===== src/ipic_config.svh =====
//------------------------------
// Sized for exactly 16 lines because the priority tree is fixed to that width
// Read data is 32 bits and only the low bits of each register are used
//------------------------------
`ifndef IPIC_CONFIG_SVH
`define IPIC_CONFIG_SVH

// Line and vector widths
`define IPIC_LINES_NUM      16
`define IPIC_IDX_W          4
`define IPIC_VECT_W         5          // MSB set only for the void vector
`define IPIC_VOID_VECT      5'd16      // CISV value with nothing in service
`define IPIC_XLEN           32

// Register map ------------------
`define IPIC_ADDR_CISV      3'd0
`define IPIC_ADDR_CICSR     3'd1       // Reserved, reads zero
`define IPIC_ADDR_IPR       3'd2
`define IPIC_ADDR_ISVR      3'd3
`define IPIC_ADDR_EOI       3'd4
`define IPIC_ADDR_SOI       3'd5
`define IPIC_ADDR_IDX       3'd6
`define IPIC_ADDR_ICSR      3'd7

// ICSR layout -------------------
`define IPIC_ICSR_IP        0
`define IPIC_ICSR_IE        1
`define IPIC_ICSR_IM        2          // 0 level, 1 edge
`define IPIC_ICSR_INV       3
`define IPIC_ICSR_IS        4
`define IPIC_ICSR_PRV_LSB   8          // Two bits wide
`define IPIC_PRV_M          2'd3       // Machine mode only
`define IPIC_ICSR_LN_LSB    16         // Four bit line number

`endif


===== src/ipic_pkg.sv =====
//------------------------------
// Shared types of the interrupt controller
//------------------------------
`include "ipic_config.svh"

package ipic_pkg;

    // One bit per IRQ line
    typedef logic [`IPIC_LINES_NUM-1:0] ipic_vec_t;

    // Register access from the CSR unit
    // Single cycle strobes, never both set
    typedef struct packed {
        logic                   rd;     // Read strobe
        logic                   wr;     // Write strobe
        logic [2:0]             addr;   // Register address
        logic [`IPIC_XLEN-1:0]  wdata;  // Write data
    } ipic_csr_req_t;

    // Decoded write strobes
    typedef struct packed {
        logic ipr;                      // IPR clear write
        logic eoi;                      // End of interrupt
        logic soi;                      // Start of interrupt
        logic idx;                      // Index register
        logic icsr;                     // Per line control
    } ipic_wr_sel_t;

    // Priority search result or start pulse
    typedef struct packed {
        logic                   vd;     // Any bit found / start accepted
        logic [`IPIC_IDX_W-1:0] idx;    // Line index
    } ipic_prio_t;

    // Line configuration and pending state
    typedef struct packed {
        ipic_vec_t ier;                 // Enable
        ipic_vec_t imr;                 // Mode, 1 = edge
        ipic_vec_t iinvr;               // Inversion
        ipic_vec_t ipr;                 // Pending
    } ipic_line_cfg_t;

endpackage


===== src/ipic_csr_port.sv =====
//------------------------------
// Reads are combinational and zero without a read strobe
// Writes act on the next edge. Reserved and strobe addresses read zero
//------------------------------
`include "ipic_config.svh"

module ipic_csr_port (
    input  logic                        clk,
    input  logic                        rst_n,
    input  ipic_pkg::ipic_csr_req_t     csr_req_i,
    input  ipic_pkg::ipic_line_cfg_t    cfg_i,
    input  ipic_pkg::ipic_vec_t         isvr_i,
    input  logic [`IPIC_VECT_W-1:0]     cisv_i,
    output ipic_pkg::ipic_wr_sel_t      wr_sel_o,
    output logic [`IPIC_IDX_W-1:0]      idx_o,
    output logic [`IPIC_XLEN-1:0]       rdata_o
);

    logic [`IPIC_IDX_W-1:0] idx_q;      // Line selected for ICSR

    // Write decode ------------------
    always_comb begin
        wr_sel_o = '0;
        if (csr_req_i.wr) begin
            case (csr_req_i.addr)
                `IPIC_ADDR_IPR  : wr_sel_o.ipr  = 1'b1;
                `IPIC_ADDR_EOI  : wr_sel_o.eoi  = 1'b1;
                `IPIC_ADDR_SOI  : wr_sel_o.soi  = 1'b1;
                `IPIC_ADDR_IDX  : wr_sel_o.idx  = 1'b1;
                `IPIC_ADDR_ICSR : wr_sel_o.icsr = 1'b1;
                default         : wr_sel_o      = '0;   // CISV, ISVR read only
            endcase
        end
    end

    // IDX register
    always_ff @(posedge clk or negedge rst_n) begin
        if (!rst_n) begin
            idx_q <= '0;
        end else if (wr_sel_o.idx) begin
            idx_q <= csr_req_i.wdata[`IPIC_IDX_W-1:0];  // Upper bits dropped
        end
    end

    assign idx_o = idx_q;

    // Read mux ----------------------
    always_comb begin
        rdata_o = '0;
        if (csr_req_i.rd) begin
            case (csr_req_i.addr)
                `IPIC_ADDR_CISV : rdata_o = `IPIC_XLEN'(cisv_i);
                `IPIC_ADDR_IPR  : rdata_o = `IPIC_XLEN'(cfg_i.ipr);
                `IPIC_ADDR_ISVR : rdata_o = `IPIC_XLEN'(isvr_i);
                `IPIC_ADDR_IDX  : rdata_o = `IPIC_XLEN'(idx_q);
                `IPIC_ADDR_ICSR : begin
                    // View of line IDX
                    rdata_o[`IPIC_ICSR_IP]  = cfg_i.ipr[idx_q];
                    rdata_o[`IPIC_ICSR_IE]  = cfg_i.ier[idx_q];
                    rdata_o[`IPIC_ICSR_IM]  = cfg_i.imr[idx_q];
                    rdata_o[`IPIC_ICSR_INV] = cfg_i.iinvr[idx_q];
                    rdata_o[`IPIC_ICSR_IS]  = isvr_i[idx_q];
                    rdata_o[`IPIC_ICSR_PRV_LSB +: 2]          = `IPIC_PRV_M;
                    rdata_o[`IPIC_ICSR_LN_LSB +: `IPIC_IDX_W] = idx_q;
                end
                default         : rdata_o = '0;     // CICSR, EOI, SOI
            endcase
        end
    end

endmodule


===== src/ipic_line_detect.sv =====
//------------------------------
// Two stage synchronizer is always on. Level and edge outputs lag the pins by two cycles
//------------------------------
module ipic_line_detect (
    input  logic                clk,
    input  logic                rst_n,
    input  ipic_pkg::ipic_vec_t irq_lines_i,    // Raw async lines
    input  ipic_pkg::ipic_vec_t iinvr_i,        // Per line inversion
    output ipic_pkg::ipic_vec_t lvl_o,          // Active level
    output ipic_pkg::ipic_vec_t edge_o          // Change into active level
);
    import ipic_pkg::*;

    ipic_vec_t sync_q1;     // First sync stage
    ipic_vec_t sync_q2;     // Synchronized lines
    ipic_vec_t prev_q;      // Synced lines one cycle back

    // Synchronizer and history --------
    always_ff @(posedge clk or negedge rst_n) begin
        if (!rst_n) begin
            sync_q1 <= '0;
            sync_q2 <= '0;
            prev_q  <= '0;
        end else begin
            sync_q1 <= irq_lines_i;
            sync_q2 <= sync_q1;
            prev_q  <= sync_q2;
        end
    end

    // Inverted lines are active low
    assign lvl_o = sync_q2 ^ iinvr_i;

    // Any toggle that ends up in the active level
    assign edge_o = (sync_q2 ^ prev_q) & lvl_o;

endmodule


===== src/ipic_line_regs.sv =====
//------------------------------
// IPR clears are refused while a level mode line is still active
//------------------------------
`include "ipic_config.svh"

module ipic_line_regs (
    input  logic                        clk,
    input  logic                        rst_n,
    input  ipic_pkg::ipic_wr_sel_t      wr_sel_i,
    input  logic [`IPIC_XLEN-1:0]       wdata_i,
    input  logic [`IPIC_IDX_W-1:0]      idx_i,
    input  ipic_pkg::ipic_vec_t         lvl_i,
    input  ipic_pkg::ipic_vec_t         edge_i,
    input  ipic_pkg::ipic_prio_t        start_i,    // Accepted SOI
    output ipic_pkg::ipic_line_cfg_t    cfg_o
);
    import ipic_pkg::*;

    ipic_vec_t ier_q;
    ipic_vec_t imr_q;
    ipic_vec_t iinvr_q;
    ipic_vec_t ipr_q;
    ipic_vec_t ipr_clr_req;     // Clear asked by software or start
    ipic_vec_t ipr_clr;         // Clear that is allowed
    ipic_vec_t ipr_next;

    // Line config -------------------
    // Only the line under IDX is touched
    always_ff @(posedge clk or negedge rst_n) begin
        if (!rst_n) begin
            ier_q   <= '0;
            imr_q   <= '0;
            iinvr_q <= '0;
        end else if (wr_sel_i.icsr) begin
            ier_q[idx_i]   <= wdata_i[`IPIC_ICSR_IE];
            imr_q[idx_i]   <= wdata_i[`IPIC_ICSR_IM];
            iinvr_q[idx_i] <= wdata_i[`IPIC_ICSR_INV];
        end
    end

    // Pending clear sources ---------
    always_comb begin
        ipr_clr_req = '0;
        if (wr_sel_i.ipr) begin
            ipr_clr_req = wdata_i[`IPIC_LINES_NUM-1:0];     // Write 1 to clear
        end
        if (wr_sel_i.icsr) begin
            ipr_clr_req[idx_i] = ipr_clr_req[idx_i] | wdata_i[`IPIC_ICSR_IP];
        end
        if (start_i.vd) begin
            ipr_clr_req[start_i.idx] = 1'b1;                // Started line
        end
    end

    // Edge mode, or level gone inactive
    assign ipr_clr = ipr_clr_req & (~lvl_i | imr_q);

    // Next pending per line
    always_comb begin
        for (int i = 0; i < `IPIC_LINES_NUM; i++) begin
            if (ipr_clr[i]) begin
                ipr_next[i] = 1'b0;
            end else if (imr_q[i]) begin
                ipr_next[i] = ipr_q[i] | edge_i[i];     // Edge latches
            end else begin
                ipr_next[i] = lvl_i[i];                 // Level follows
            end
        end
    end

    always_ff @(posedge clk or negedge rst_n) begin
        if (!rst_n) begin
            ipr_q <= '0;
        end else begin
            ipr_q <= ipr_next;
        end
    end

    assign cfg_o.ier   = ier_q;
    assign cfg_o.imr   = imr_q;
    assign cfg_o.iinvr = iinvr_q;
    assign cfg_o.ipr   = ipr_q;

endmodule


===== src/ipic_prio_enc.sv =====
//------------------------------
// Fixed four level tree for 16 inputs. Index is 15 when nothing is set
//------------------------------
module ipic_prio_enc (
    input  ipic_pkg::ipic_vec_t     vec_i,
    output ipic_pkg::ipic_prio_t    prio_o
);

    logic [7:0] vd_s1;
    logic       idx_s1 [8];
    logic [3:0] vd_s2;
    logic [1:0] idx_s2 [4];
    logic [1:0] vd_s3;
    logic [2:0] idx_s3 [2];

    always_comb begin
        // Pairs of input bits
        for (int i = 0; i < 8; i++) begin
            vd_s1[i]  = vec_i[2*i] | vec_i[2*i+1];
            idx_s1[i] = ~vec_i[2*i];                    // Low bit wins
        end
        // Pairs of pairs
        for (int i = 0; i < 4; i++) begin
            vd_s2[i]  = vd_s1[2*i] | vd_s1[2*i+1];
            idx_s2[i] = vd_s1[2*i] ? {1'b0, idx_s1[2*i]} : {1'b1, idx_s1[2*i+1]};
        end
        for (int i = 0; i < 2; i++) begin
            vd_s3[i]  = vd_s2[2*i] | vd_s2[2*i+1];
            idx_s3[i] = vd_s2[2*i] ? {1'b0, idx_s2[2*i]} : {1'b1, idx_s2[2*i+1]};
        end
        // Root
        prio_o.vd  = vd_s3[0] | vd_s3[1];
        prio_o.idx = vd_s3[0] ? {1'b0, idx_s3[0]} : {1'b1, idx_s3[1]};
    end

endmodule


===== src/ipic_service_ctrl.sv =====
//------------------------------
// Lower index means higher priority. SOI is ignored while the request is low
//------------------------------
`include "ipic_config.svh"

module ipic_service_ctrl (
    input  logic                        clk,
    input  logic                        rst_n,
    input  ipic_pkg::ipic_wr_sel_t      wr_sel_i,
    input  ipic_pkg::ipic_line_cfg_t    cfg_i,
    output ipic_pkg::ipic_prio_t        start_o,
    output ipic_pkg::ipic_vec_t         isvr_o,
    output logic [`IPIC_VECT_W-1:0]     cisv_o,
    output logic                        irq_m_req_o
);
    import ipic_pkg::*;

    logic [`IPIC_VECT_W-1:0]    cisv_q;     // Current vector in service
    ipic_vec_t                  isvr_q;     // All lines in service
    ipic_vec_t                  req_v;      // Pending and enabled
    ipic_vec_t                  isvr_eoi;   // ISVR minus current line
    ipic_prio_t                 req_prio;
    ipic_prio_t                 eoi_prio;
    logic                       serv_vd;
    logic [`IPIC_IDX_W-1:0]     serv_idx;
    logic                       start_vd;
    logic                       eoi_vd;

    // Void vector has the MSB set
    assign serv_vd  = ~cisv_q[`IPIC_VECT_W-1];
    assign serv_idx = cisv_q[`IPIC_IDX_W-1:0];

    assign req_v = cfg_i.ipr & cfg_i.ier;

    always_comb begin
        isvr_eoi = isvr_q;
        if (serv_vd) begin
            isvr_eoi[serv_idx] = 1'b0;
        end
    end

    // Priority searches -------------
    ipic_prio_enc u_req_enc (
        .vec_i  (req_v),
        .prio_o (req_prio)
    );

    ipic_prio_enc u_eoi_enc (
        .vec_i  (isvr_eoi),
        .prio_o (eoi_prio)
    );

    // Preempt only a lower priority line
    assign irq_m_req_o = req_prio.vd & (~serv_vd | (req_prio.idx < serv_idx));

    assign start_vd = wr_sel_i.soi & irq_m_req_o;
    assign eoi_vd   = wr_sel_i.eoi & serv_vd;     // EOI with nothing in service is dropped

    assign start_o.vd  = start_vd;
    assign start_o.idx = req_prio.idx;

    // Service state -----------------
    always_ff @(posedge clk or negedge rst_n) begin
        if (!rst_n) begin
            cisv_q <= `IPIC_VOID_VECT;
            isvr_q <= '0;
        end else if (start_vd) begin
            cisv_q               <= {1'b0, req_prio.idx};   // Nest on top
            isvr_q[req_prio.idx] <= 1'b1;
        end else if (eoi_vd) begin
            // Fall back to the best line still in service
            cisv_q <= eoi_prio.vd ? {1'b0, eoi_prio.idx} : `IPIC_VOID_VECT;
            isvr_q <= isvr_eoi;
        end
    end

    assign isvr_o = isvr_q;
    assign cisv_o = cisv_q;

endmodule


===== src/ipic_top.sv =====
//------------------------------
// One register access per cycle with no acknowledge
//------------------------------
`include "ipic_config.svh"

module ipic_top (
    input  logic                        clk,
    input  logic                        rst_n,
    input  ipic_pkg::ipic_vec_t         irq_lines_i,    // Async IRQ pins
    input  ipic_pkg::ipic_csr_req_t     csr_req_i,      // From CSR unit
    output logic [`IPIC_XLEN-1:0]       rdata_o,        // Same cycle read data
    output logic                        irq_m_req_o     // To CPU
);
    import ipic_pkg::*;

    ipic_vec_t                  irq_lvl;
    ipic_vec_t                  irq_edge;
    ipic_vec_t                  isvr;
    ipic_line_cfg_t             cfg;
    ipic_wr_sel_t               wr_sel;
    ipic_prio_t                 start;
    logic [`IPIC_IDX_W-1:0]     idx;
    logic [`IPIC_VECT_W-1:0]    cisv;

    // Pin side ----------------------
    ipic_line_detect u_line_detect (
        .clk         (clk),
        .rst_n       (rst_n),
        .irq_lines_i (irq_lines_i),
        .iinvr_i     (cfg.iinvr),
        .lvl_o       (irq_lvl),
        .edge_o      (irq_edge)
    );

    // Register port -----------------
    ipic_csr_port u_csr_port (
        .clk       (clk),
        .rst_n     (rst_n),
        .csr_req_i (csr_req_i),
        .cfg_i     (cfg),
        .isvr_i    (isvr),
        .cisv_i    (cisv),
        .wr_sel_o  (wr_sel),
        .idx_o     (idx),
        .rdata_o   (rdata_o)
    );

    ipic_line_regs u_line_regs (
        .clk      (clk),
        .rst_n    (rst_n),
        .wr_sel_i (wr_sel),
        .wdata_i  (csr_req_i.wdata),
        .idx_i    (idx),
        .lvl_i    (irq_lvl),
        .edge_i   (irq_edge),
        .start_i  (start),
        .cfg_o    (cfg)
    );

    // Priority and service
    ipic_service_ctrl u_service_ctrl (
        .clk         (clk),
        .rst_n       (rst_n),
        .wr_sel_i    (wr_sel),
        .cfg_i       (cfg),
        .start_o     (start),
        .isvr_o      (isvr),
        .cisv_o      (cisv),
        .irq_m_req_o (irq_m_req_o)
    );

endmodule

===== config.mk =====
export PLATFORM = sky130hd
export DESIGN_NAME = ipic_top
export DESIGN_NICKNAME = d
export VERILOG_FILES = /design/src/ipic_pkg.sv /design/src/ipic_csr_port.sv /design/src/ipic_line_detect.sv /design/src/ipic_line_regs.sv /design/src/ipic_prio_enc.sv /design/src/ipic_service_ctrl.sv /design/src/ipic_top.sv
export VERILOG_INCLUDE_DIRS = /design/src /design/src/src
export SDC_FILE = /design/constraint.sdc
export NUM_CORES = 1
export LEC_CHECK = 0
export ABC_CLOCK_PERIOD_IN_PS = 3100
export BUFFER_PORTS_ARGS = -buffer_cell sky130_fd_sc_hd__buf_2
export CELL_PAD_IN_SITES_DETAIL_PLACEMENT = 1
export CELL_PAD_IN_SITES_GLOBAL_PLACEMENT = 2
export CORE_MARGIN = 4
export CORE_UTILIZATION = 35
export DETAILED_ROUTE_END_ITERATION = 10
export PLACE_DENSITY_LB_ADDON = 0.1
export SETUP_SLACK_MARGIN = 0.02
export SLEW_MARGIN = 0
export SYNTH_ARGS = -nofsm -noshare
export SYNTH_HDL_FRONTEND = slang
export SYNTH_SLANG_ARGS = --single-unit
export TNS_END_PERCENT = 1

===== constraint.sdc =====
create_clock -name clk -period 3.1 [get_ports clk]
set_clock_uncertainty 0.1 [all_clocks]
set_input_delay 0.775 -clock clk [delete_from_list [all_inputs] [get_ports clk]]
set_output_delay 0.775 -clock clk [all_outputs]
set_load 0.1 [all_outputs]

Word level (Yosys, flattened, before mapping)
Index checks and enable logic that the tools add are counted.

Add/subtract/negate cells: 0. Multiply operators: 0. Div/mod/pow operators: 0. Order comparisons: 7. Equal/unequal tests: 6. Shift-type cells: 0. Multiplexer cells: 89. Bitwise logic cells: 79. Reduce and logical (&&, ||, !) cells: 5.

Operators with widths (count): $mux W16 (6); $and A16 B16 Y16 (4); $bwmux W16 (4); $or A1 B1 Y1 (48); $or A16 B16 Y16 (3); $mux W1 (46); $not A16 Y16 (2); $xor A16 B16 Y16 (2); $pmux W5 S5 (1); $bmux W1 S4 (6); $mux W20 (1); $mux W5 (4); $not A1 Y1 (17); $mux W2 (8); $lt A4 B5 Y1 const B (3); $demux W1 S4 (3); $eq A3 B3 Y1 const B (4); $ge A4 B1 Y1 const B (3); $mux W3 (4); $mux W4 (3); $pmux W6 S2 (1); $eq A3 B2 Y1 const B (2); $pmux W2 S3 (1); $pmux W3 S2 (1); 5 further kinds (9).

Bits in registers: 137. Latch bits: 0. RAM bits: 0. ROM bits: 0. Input bits: 55. Output and inout bits: 33. Logic and storage cells: 196. Memories kept: 0.

Depth between registers and ports, before layout
Gate-level depths: netlist (run 1).

Depth in word-level cells: 14. Mapped depth: 12. Mapped depth without buffers: 12.

Cells and area by module
From an unflattened synthesis (run 1), not the netlist that was laid out.

Cell total of the unflattened synthesis: 756. Area total of the unflattened synthesis: 7860.0 um^2.

By module, submodules not included: ipic_line_regs (instances 1, cells an instance 287, area an instance 3216.8 um^2); ipic_line_detect (instances 1, cells an instance 112, area an instance 1701.6 um^2); ipic_csr_port (instances 1, cells an instance 156, area an instance 1362.6 um^2); ipic_service_ctrl (instances 1, cells an instance 151, area an instance 1283.7 um^2); ipic_prio_enc (instances 2, cells an instance 25, area an instance 147.6 um^2).

Least setup slack after synthesis (run 1)
Ideal clock, no wire load.

Path type: register to output. Start point: register u_line_regs.ipr_q[10]. End point: output irq_m_req_o. Arrival: 3.822 ns. Slack: -1.597 ns. Cell stages (with the launch flop): 10. Path buffers: 1. Cell sequence: dfrtp_1 -> a22oi_1 -> nor2b_1 -> nor3_1 -> o31a_1 -> ha_1 -> nand4b_1 -> a21oi_2 -> buf_2 -> nor3_1.

Word-level cells in the longest chain between the ends: 8. Elaborated cells on any way between the ends: 12.

RTL lines: start: declaration (RTL line ipic_line_regs.sv:22) `ipic_vec_t ipr_q;`; start signal: assignment (RTL line ipic_line_regs.sv:75) `ipr_q <= ipr_next;`; $and A16 B16 Y16 (*) (RTL line ipic_service_ctrl.sv:33) `assign req_v = cfg_i.ipr & cfg_i.ier;`; $or A1 B1 Y1 or $not A1 Y1 (tied branches) (RTL line ipic_prio_enc.sv:19, ipic_prio_enc.sv:20); $or A1 B1 Y1 or $mux W2 (tied branches) (RTL line ipic_prio_enc.sv:24, ipic_prio_enc.sv:25); $mux W3 (RTL line ipic_prio_enc.sv:29) `idx_s3[i] = vd_s2[2*i] ? {1'b0, idx_s2[2*i]} : {1'b1, idx_s2[2*i+1]};`; $mux W4 (RTL line ipic_prio_enc.sv:33) `prio_o.idx = vd_s3[0] ? {1'b0, idx_s3[0]} : {1'b1, idx_s3[1]};`; $lt A4 B4 Y1 (RTL line ipic_service_ctrl.sv:54) `assign irq_m_req_o = req_prio.vd & (~serv_vd | (req_prio.idx < serv_idx));`; $or A1 B1 Y1 (RTL line ipic_service_ctrl.sv:54); $and A1 B1 Y1 (*) (RTL line ipic_service_ctrl.sv:54); end: declaration (RTL line ipic_top.sv:12) `output logic irq_m_req_o`.

Mark *: on every way between the ends. The rest lies on a longest branch, timed or not.

Worst setup path after layout (run 1)
Start point: register u_csr_port.idx_q[0] (netlist: u_csr_port.idx_o[0]). End point: output rdata_o[2].

Word-level cells in the longest chain between the ends: 4.

RTL lines: start: declaration (RTL line ipic_csr_port.sv:19) `` logic [`IPIC_IDX_W-1:0] idx_q; ``; start signal: assignment (RTL line ipic_csr_port.sv:41) `` idx_q <= csr_req_i.wdata[`IPIC_IDX_W-1:0]; ``; $bmux W1 S4 (RTL line ipic_csr_port.sv:60) `` rdata_o[`IPIC_ICSR_IM] = cfg_i.imr[idx_q]; ``; $mux W1 (not written as such) (RTL line ipic_csr_port.sv:60); $pmux W5 S5 (RTL line ipic_csr_port.sv:51) `case (csr_req_i.addr)`; $mux W20 (RTL line ipic_csr_port.sv:50) `if (csr_req_i.rd) begin`; end: declaration (RTL line ipic_top.sv:11) `` output logic [`IPIC_XLEN-1:0] rdata_o, ``.

No other way between the ends. The select of a mux whose other input is x is not followed.

==> impl_metrics.env, run 1 <==
export IMPL_viasPerCell=5.75
export IMPL_path_cells="buf_12 -> buf_16 -> mux4_2 -> mux4_2 -> mux2i_2 -> a211oi_4 -> buf_12"
export IMPL_wl_per_cell_um=23.4
export IMPL_yosysSeqAreaShare=0.446
export IMPL_port_buffers=59
export IMPL_ir_worst_vdd_mv=0.601
export IMPL_final_setup_viol_count=10
export IMPL_hold_buffers=0
export IMPL_dr_total_vias=6736
export IMPL_start_util=0.361
export IMPL_numCtsBuffers=17
export IMPL_cp_max_fo=7
export IMPL_synth_edff_count=0
export IMPL_outcome="finished, violations left"
export IMPL_post_route_util=0.489
export IMPL_placedCellCount=1134
export IMPL_multi_input_comb_area_sq_um=4260
export IMPL_slew_headroom=0.592
export IMPL_worstMarginPinSlew_ps=612
export IMPL_clk_pin_slew_ps=60
export IMPL_hold_class="in2async"
export IMPL_final_cell_area_sq_um=10400
export IMPL_fin_crit_sh=1.15
export IMPL_drt_pass1_iter_count=5
export IMPL_arrival_ps=2700
export IMPL_syn_area_per_cell_sq_um=10.7
export IMPL_cts_root_buf="clkbuf_16"
export IMPL_violations="negative setup slack"
export IMPL_ys_seq_elements=137
export IMPL_drc=0
export IMPL_pin_count=88
export IMPL_async_flop_share=1.00
export IMPL_cpMaxStageDelayCell="mux4_2"
export IMPL_die_x_um=156
export IMPL_r2r_cells=13
export IMPL_num_rows=53
export IMPL_synthFlopType="dfrtp_1"
export IMPL_synth_top_area_frac=0.442
export IMPL_antenna_found_initial=0
export IMPL_fin_nets=941
export IMPL_r2r_end="u_service_ctrl.isvr_o[12]$_DFFE_PN0P_"
export IMPL_insertion_delay_ps=420
export IMPL_whs_ps=218
export IMPL_cpPeakStageDelay_ps=540
export IMPL_leakagePower_nw=4.51
export IMPL_grt_overflow=0
export IMPL_drive_gt1_frac=0.397
export IMPL_nFillCells=2299
export IMPL_max_freq_ghz=0.280
export IMPL_crit_buf_inv=3
export IMPL_cts_max_level=4
export IMPL_grt_pass1_vias=7323
export IMPL_rsz0062_at_grt="yes"
export IMPL_seq_area_sq_um=3430
export IMPL_cts_sinks=137
export IMPL_ant_nets=0
export IMPL_drtIter0Drc=406
export IMPL_timing_final_ws_setup_ps=-473
export IMPL_place_congestion=0.880
export IMPL_cp_top_family="multiplexers"
export IMPL_synthCells=717
export IMPL_grt_max_degree=54
export IMPL_cts_tree="yes"
export IMPL_synth_warning_count=0
export IMPL_r2r_setup_slack_ps=-100
export IMPL_n_antenna_cell=0
export IMPL_wl_um=27400
export IMPL_maxCapViolations=0
export IMPL_period_needed_ps=3570
export IMPL_power_density_nw_per_um2=788
export IMPL_grtUsageTotal=0.231
export IMPL_dp_hpwl_um=20900
export IMPL_synth_area_leaders="dfrtp_1 44%, mux2_2 7.9%, mux4_2 7.6%"
export IMPL_grt_pass1_wl_um=43300
export IMPL_fp_dieH_um=156
export IMPL_r2r_start="u_line_regs.ipr_q[2]$_DFF_PN0_"
export IMPL_yosysUniqueCellTypes=81
export IMPL_crit_required_ps=2220
export IMPL_area_growth_syn_to_layout_pct=35.2
export IMPL_dpl_cell_area_sq_um=9550
export IMPL_synth_largest_area_cell="dfrtp_1"
export IMPL_worstSetupPathType="reg2out"
export IMPL_endpoint_kind="primary output"
export IMPL_synthesis_area_sq_um=7690
export IMPL_fp_dieArea_sq_um=24400
export IMPL_clockBufferDepth=2
export IMPL_fin_cells=1171
export IMPL_hold_violations=0
export IMPL_slew_violations=0
export IMPL_crit_path_start_kind="register"
export IMPL_core_sq_um=21300
report_power, final:
part           leakage [nW]  total (mW)  internal, mW  switching (mW)
sequential             1.70        2.34          2.06           0.280
clock                 0.297        2.12          1.28           0.841
combinational          2.51        3.73          1.58            2.14
total                  4.51        8.19          4.93            3.27
sequential cells by signal (all words and copies together) (netlist names):
name and cells:
u_line_regs.ier_q 16, u_line_regs.ipr_q 16, u_line_detect.sync_q2 16, u_csr_port.idx_o 4, u_line_detect.sync_q1 16, u_service_ctrl.isvr_o 16, u_line_detect.prev_q 16, u_service_ctrl.cisv_o 5
u_line_regs.iinvr_q 16, u_line_regs.imr_q 16
metal layers:
| metal | vias to the layer above | track usage | part of all wire | routed length, um |
|---|---|---|---|---|
| met5 | - | 0 | 0 | 0 |
| met4 | 0 | 0.0723 | 0.025 | 693 |
| met3 | 41 | 0.0315 | 0.039 | 1080 |
| li1 | 3009 | - | - | - |
| met1 | 3528 | 0.309 | 0.44 | 12000 |
| met2 | 158 | 0.390 | 0.50 | 13600 |
stage by stage:
stage | setup slack (ps) | power (mW) | setup TNS (ps)
2_1_floorplan | -221 | 4.39 | -3480
3_3_place_gp | -169 | 5.79 | -2640
3_5_place_dp | -226 | 5.90 | -4050
4_1_cts | -485 | 8.18 | -2830
5_1_grt | -532 | 8.60 | -4860
6_report | -473 | 8.19 | -2850
worst register-to-register path, stage by stage (launching register included):
cell and delay [ps]:
dfrtp_1 410, a22oi_2 280, nand4_2 160, clkinv_2 80, a21oi_2 60, ha_1 310
a211oi_2 220, nor3_1 90, or3_4 400, or2_4 270, buf_4 160, nor4_2 240
buf_4 190, o22a_1 140
layout make-up:
| type | instances | share of cell area |
|---|---|---|
| Sequential cell | 137 | 0.330 |
| Inverter | 18 | 0.00662 |
| Clock buffer | 17 | 0.0409 |
| Tap cell | 275 | 0.0331 |
| Clock inverter | 15 | 0.0180 |
| Multi-Input combinational cell | 525 | 0.410 |
| Timing Repair Buffer | 184 | 0.161 |
Yosys cell counts (4+ instances only):
cell	count
a211o_1	4
mux2i_1	18
a211oi_1	5
nor4_1	8
o22a_1	6
nor2b_1	22
nor3b_1	5
o22ai_1	9
nor2_1	45
o21ai_0	33
nand2b_1	32
nand2_1	59
a21o_1	4
o21ai_1	5
or2_2	4
buf_1	6
nand3b_1	4
mux2_2	54
inv_1	17
nand4b_1	4
mux4_2	26
nor3_1	16
buf_4	12
a221oi_1	6
and2_1	5
dfrtp_1	136
a22oi_1	4
a31oi_1	5
a222oi_1	7
nand3_1	14
a21oi_1	29
a22o_1	5
o31a_1	5
clkbuf_1	22
buf_2	8
a221o_1	7
worst max path at each step:
stage,startpoint,endpoint,slack [ps],depth (start not counted)
6_report,u_csr_port.idx_o[0]$_DFFE_PN0P_,rdata_o[2],-470,7
5_1_grt,u_line_regs.ipr_q[2]$_DFF_PN0_,irq_m_req_o,-530,10
4_1_cts,u_csr_port.idx_o[0]$_DFFE_PN0P_,rdata_o[3],-490,6
3_5_place_dp,u_line_regs.ipr_q[10]$_DFF_PN0_,u_service_ctrl.isvr_o[12]$_DFFE_PN0P_,-230,12
3_3_place_gp,u_line_regs.ier_q[10]$_DFFE_PN0P_,u_service_ctrl.isvr_o[12]$_DFFE_PN0P_,-170,12
2_1_floorplan,u_line_regs.ipr_q[10]$_DFF_PN0_,irq_m_req_o,-220,9
repair_timing:
action	in CTS	in global routing
gates resized for setup	33	11
endpoints found under the setup margin	36	37
cloned	1	0
buffers inserted	4	0
pin swaps	9	2
cells by family after synthesis:
family,count (synthesis),share of synthesized area
multiplexers,100,0.182
adder cells (fa/ha/maj),3,0.00488
AO/OA/AOI/OAI,168,0.159
flip-flops,137,0.446
XOR/XNOR,2,0.00228
other,1,0.000488
AND/OR/NAND/NOR,240,0.166
buffers and inverters,66,0.0395
cell usage in the layout, fill, tap and decap left out, types with 4 or more instances in the layout:
cell / count
dfrtp_1: 135
buf_4: 115
nand2_1: 58
mux2_2: 54
buf_2: 37
nor2_1: 34
nand2b_1: 32
o21ai_0: 29
buf_12: 29
mux4_2: 26
a21oi_1: 25
nor2b_1: 22
inv_1: 17
clkbuf_16: 17
mux2i_1: 16
nand3_1: 14
nor3_1: 12
conb_1: 12
nor2_4: 9
o22ai_1: 9
a221o_1: 7
a222oi_1: 7
o21ai_1: 7
a221oi_1: 6
o22a_1: 6
a22o_1: 5
o31a_1: 5
and2_1: 5
a31oi_1: 5
nor4_2: 5
nor3b_1: 5
inv_6: 5
a22oi_2: 4
nand4b_1: 4
or2_2: 4
a211o_1: 4
a21o_1: 4
nand3b_1: 4
No activity file was read; power rests on OpenSTA's default activity.
==> inputs of run 2 (changes only) <==
- SYNTH_HIERARCHICAL: unset -> 1
==> run 2 against run 1 <==
Net effect: the flow still finishes with violations (negative setup slack); flip-flop and latch count unchanged; synthesized area is 2.1% higher; via count decreased by 0.24%; critical path depth increased by 4; critical path type unchanged.
==> impl_metrics.env, run 2 <==
export IMPL_outcome="finished, violations left"
export IMPL_violations="negative setup slack"
export IMPL_cts_tree="yes"
export IMPL_slew_headroom=0.542
export IMPL_cp_top_family="compound AO/OA/AOI/OAI gates"
export IMPL_place_congestion=0.876
export IMPL_p_total_mw=8.50
export IMPL_grt_overflow=0
export IMPL_crit_path_start_kind="register"
export IMPL_whs_ps=200
export IMPL_syn_area_per_cell_sq_um=10.4
export IMPL_port_buffers=59
export IMPL_fin_crit_sh=1.20
export IMPL_dpl_worst_slack_ps=-463
export IMPL_synthCells=755
export IMPL_ant_nets=0
export IMPL_slew_violations=0
export IMPL_crit_buf_inv=2
export IMPL_area_growth_syn_to_layout_pct=31.7
export IMPL_clk_pin_slew_ps=70
export IMPL_dr_total_vias=6720
export IMPL_period_needed_ps=3710
export IMPL_wl_um=27100
export IMPL_grt_util_met1=0.298
export IMPL_arrival_ps=2830
export IMPL_maxCapViolations=0
export IMPL_drt_pass1_iter_count=5
export IMPL_die_x_um=158
export IMPL_final_common_cell="dfrtp_1"
export IMPL_numCtsBuffers=17
export IMPL_num_rows=54
export IMPL_grt_max_degree=55
export IMPL_grtUsageTotal=0.223
export IMPL_synthesis_area_sq_um=7860
export IMPL_viasPerCell=5.66
export IMPL_insertion_delay_ps=430
export IMPL_power_density_nw_per_um2=821
export IMPL_grtUsageMet2=0.370
export IMPL_nFillCells=2369
export IMPL_fin_nets=952
export IMPL_hold_class="in2async"
export IMPL_final_setup_viol_count=42
export IMPL_busiest_layer="met2"
export IMPL_cpPeakStageDelay_ps=400
export IMPL_crit_path_frequent_cell="nor2b_4"
export IMPL_wl_per_cell_um=22.8
export IMPL_worstSetupPathType="reg2out"
export IMPL_grt_use_met3=0.0432
export IMPL_ir_worst_vdd_mv=0.498
export IMPL_synth_warning_count=6
export IMPL_cts_sinks=137
export IMPL_max_freq_ghz=0.270
export IMPL_grt_pass1_vias=7203
export IMPL_n_antenna_cell=0
export IMPL_drc=0
export IMPL_pin_count=88
export IMPL_clockBufferDepth=2
export IMPL_endpoint_kind="primary output"
export IMPL_worstMarginPinSlew_ps=687
export IMPL_dp_hpwl_um=20400
export IMPL_dpl_cell_area_sq_um=9400
export IMPL_rsz0062_at_grt="yes"
export IMPL_crit_required_ps=2220
export IMPL_placedCellCount=1148
export IMPL_core_sq_um=22000
export IMPL_start_util=0.358
export IMPL_drive_gt1_frac=0.388
export IMPL_fp_dieArea_sq_um=24900
export IMPL_cpMaxStageDelayCell="a2111oi_4"
export IMPL_antenna_found_initial=0
export IMPL_cts_max_level=4
export IMPL_final_cell_area_sq_um=10300
export IMPL_drtIter0Drc=375
export IMPL_cts_root_buf="clkbuf_16"
export IMPL_mostFrequentLayoutCells="135 x dfrtp_1, 89 x buf_4, 61 x nand2_1"
export IMPL_cp_max_fo=2
export IMPL_grt_pass1_wl_um=42100
export IMPL_fp_dieH_um=158
export IMPL_timing_final_ws_setup_ps=-606
export IMPL_path_cells="and2_4 -> nor2_4 -> o31ai_4 -> a2111oi_4 -> ha_1 -> o211ai_1 -> o21ai_2 -> nor2b_4 -> buf_6 -> nor2b_4 -> buf_12"
export IMPL_hold_violations=0
export IMPL_leakagePower_nw=4.65
export IMPL_fin_cells=1187
## run 2: changes by cell type in the layout (fill, tap and decap cells not counted), sizes merged, moves of 15 or more
cell    change
buf        -26
xor2       +15
and2       +15
a31oi      +19
nand3b     +18
## run 2: worst paths after layout
check	startpoint	to	slack, ps	cells past startpoint
min	rst_n	u_line_regs/iinvr_q[3]$_DFFE_PN0P_	200	1
min reg2reg	u_line_detect/sync_q1[15]$_DFF_PN0_	u_line_detect/sync_q2[15]$_DFF_PN0_	250	0
min in group clk	u_line_detect/sync_q1[15]$_DFF_PN0_	u_line_detect/sync_q2[15]$_DFF_PN0_	250	0
max	u_line_regs/ipr_q[13]$_DFF_PN0_	irq_m_req_o	-610	11
max reg2reg	u_line_regs/ipr_q[13]$_DFF_PN0_	u_service_ctrl/cisv_o[2]$_DFFE_PN0P_	-290	16
max in group asynchronous	rst_n	u_service_ctrl/cisv_o[4]$_DFFE_PN1P_	1900	2
## run 2: area by class of cell
| type | count | area (sq um) | area share |
|---|---|---|---|
| multi-input cells | 550 | 4460 | 0.430 |
| flip-flops and latches | 137 | 3430 | 0.331 |
| repair buffers | 158 | 1410 | 0.136 |
| clock buffers | 17 | 425 | 0.0411 |
| well taps | 280 | 350 | 0.0338 |
| clock inverters | 15 | 165 | 0.0160 |
| inverters | 30 | 113 | 0.0109 |
## run 2: what timing repair did
item | 4_1_cts | 5_1_grt
pin swaps | 32 | 8
buffers inserted | 7 | 1
setup endpoints to repair | 42 | 42
resized for setup | 59 | 11
hold buffers | 0 | 0
## run 2: routing by layer
| metal | routed length [um] | vias to the layer above |
|---|---|---|
| met5 | 0 | - |
| met4 | 517 | 0 |
| met3 | 1260 | 49 |
| met2 | 13200 | 198 |
| met1 | 12100 | 3445 |
| li1 | - | 3028 |
## run 2: worst register-to-register path, delay by kind of cell (launching register included)
family	cells	cell delay, ps
AO/OA/AOI/OAI	6	1340
buffers and inverters	6	660
flip-flops	1	380
AND/OR/NAND/NOR	3	480
adder cells (fa/ha/maj)	1	300
## run 2: report_power, final
part	switching [mW]	total, mW	internal, mW
sequential	0.357	2.47	2.11
combinational	2.29	3.97	1.68
clock	0.868	2.07	1.20
## run 2: per-stage QoR
step / setup TNS, ps / util
2_1_floorplan: -7100 / -
3_3_place_gp: -2990 / 0.428
3_5_place_dp: -6270 / 0.428
4_1_cts: -8720 / 0.468
5_1_grt: -16030 / 0.471
6_report: -9140 / 0.471
==> inputs of run 3 (changes only) <==
- REMOVE_ABC_BUFFERS: unset -> 1
==> run 3 against run 2 <==
Net effect: the flow still finishes with violations (negative setup slack); critical path type unchanged; sequential power is essentially flat; largest power group unchanged; fmax rose by 4.0%; routed wire length grew 1.5%; cell count down 1.2%; total power up 0.53%; die area unchanged.
==> impl_metrics.env, run 3 (synthesis gave the netlist of run 2 again) <==
export IMPL_cts_max_level=4
export IMPL_grt_overflow=0
export IMPL_cts_tree="yes"
export IMPL_power_density_nw_per_um2=840
export IMPL_hold_class="in2async"
export IMPL_whs_ps=232
export IMPL_n_antenna_cell=0
export IMPL_core_sq_um=22000
export IMPL_wl_um=27500
export IMPL_grt_max_degree=67
export IMPL_period_needed_ps=3560
export IMPL_crit_path_start_kind="register"
export IMPL_outcome="finished, violations left"
export IMPL_dr_total_vias=6655
export IMPL_maxCapViolations=0
export IMPL_fp_dieH_um=158
export IMPL_port_buffers=59
export IMPL_area_growth_syn_to_layout_pct=29.5
export IMPL_cp_max_fo=4
export IMPL_hold_buffers=0
export IMPL_clk_pin_slew_ps=60
export IMPL_violations="negative setup slack"
export IMPL_cts_sinks=137
export IMPL_tns_ps=-4130
export IMPL_num_rows=54
export IMPL_arrival_ps=2690
export IMPL_final_setup_viol_count=22
export IMPL_ir_worst_vdd_mv=0.447
export IMPL_grtUsageTotal=0.226
export IMPL_slew_headroom=0.558
export IMPL_worstSetupPathType="reg2out"
export IMPL_r2r_cells=15
export IMPL_dpl_cell_area_sq_um=9210
export IMPL_drtIter0Drc=378
export IMPL_final_cell_area_sq_um=10200
export IMPL_timing_final_ws_setup_ps=-465
export IMPL_fin_nets=939
export IMPL_fin_cells=1173
export IMPL_numCtsBuffers=17
export IMPL_endpoint_kind="primary output"
export IMPL_mostFrequentLayoutCells="135 x dfrtp_1, 79 x buf_4, 60 x nand2_1"
export IMPL_cts_root_buf="clkbuf_16"
export IMPL_fin_crit_sh=1.15
export IMPL_post_route_util=0.463
export IMPL_place_congestion=0.903
export IMPL_worstMarginPinSlew_ps=663
export IMPL_drc=0
export IMPL_drt_pass1_iter_count=4
export IMPL_die_x_um=158
export IMPL_start_util=0.358
export IMPL_placedCellCount=1135
export IMPL_insertion_delay_ps=420
export IMPL_pin_count=88
export IMPL_clockBufferDepth=2
export IMPL_final_common_cell="dfrtp_1"
export IMPL_fp_dieArea_sq_um=24900
export IMPL_nFillCells=2356
export IMPL_dpl_worst_slack_ps=-470
export IMPL_dp_hpwl_um=20600
export IMPL_ant_nets=0
export IMPL_max_freq_ghz=0.281
export IMPL_crit_required_ps=2220
export IMPL_slew_violations=0
export IMPL_p_total_mw=8.55
export IMPL_hold_violations=0
export IMPL_antenna_found_initial=0
export IMPL_grt_pass1_vias=7259
export IMPL_grt_pass1_wl_um=42700
export IMPL_viasPerCell=5.67
export IMPL_leakagePower_nw=4.59
export IMPL_rsz0062_at_grt="yes"
export IMPL_drive_gt1_frac=0.356
export IMPL_wl_per_cell_um=23.4
==> run 3: cell count changes in the layout (fill, tap and decap cells not counted), moves of 3 or more <==
| cell | previous run | this run |
|---|---|---|
| buf_6 | 9 | 6 |
| and3_1 | 2 | 6 |
| a21oi_2 | 4 | 1 |
| nor2_1 | 24 | 34 |
| a21oi_1 | 34 | 37 |
| and3_4 | 4 | 0 |
| buf_4 | 89 | 79 |
| nor2_2 | 9 | 0 |
==> run 3: power breakdown <==
| part | internal, mW | total (mW) | switching [mW] |
|---|---|---|---|
| logic | 1.58 | 3.86 | 2.28 |
| registers | 2.11 | 2.47 | 0.356 |
| clock network | 1.38 | 2.22 | 0.845 |
| total | 5.06 | 8.55 | 3.49 |
==> run 3: what timing repair did <==
action | CTS | global route
buffers inserted | 6 | 1
endpoints found under the hold margin | 0 | 0
endpoints found under the setup margin | 38 | 42
pin swaps | 22 | 4
resized for setup | 52 | 6
==> run 3: routing by layer <==
layer	routed length [um]	GRT usage
met4	485	0.0615
met2	14100	0.397
met1	11900	0.289
met3	991	0.0350
met5	0	0
==> run 3: final timing paths <==
check	from	end	slack, ps
setup reg to reg	u_line_regs/ier_q[0]$_DFFE_PN0P_	u_line_regs/ipr_q[4]$_DFF_PN0_	-290
hold / removal	rst_n	u_line_detect/sync_q2[8]$_DFF_PN0_	230
max in group asynchronous	rst_n	u_line_detect/prev_q[5]$_DFF_PN0_	1860
setup / recovery	u_line_regs/ier_q[0]$_DFFE_PN0P_	irq_m_req_o	-460
min in group clk	u_line_detect/sync_q1[4]$_DFF_PN0_	u_line_detect/sync_q2[4]$_DFF_PN0_	250
hold reg to reg	u_line_detect/sync_q1[4]$_DFF_PN0_	u_line_detect/sync_q2[4]$_DFF_PN0_	250
==> run 3: worst max-delay path, cell delays in order (launching register included) <==
cell      delay [ps]
dfrtp_1          390
and2_4           170
or4_4            570
nor2b_4          240
a211oi_2         140
nor3b_2          210
o21ai_2           90
nor2b_4          140
nor2b_4          140
buf_12           180
==> run 3: layout make-up <==
type | instances | area, sq um | area share
inverters | 30 | 113 | 0.0111
flip-flops and latches | 137 | 3430 | 0.337
multi-input cells | 550 | 4340 | 0.427
clock inverters | 13 | 193 | 0.0189
repair buffers | 145 | 1310 | 0.128
clock buffers | 18 | 439 | 0.0432
well taps | 280 | 350 | 0.0344
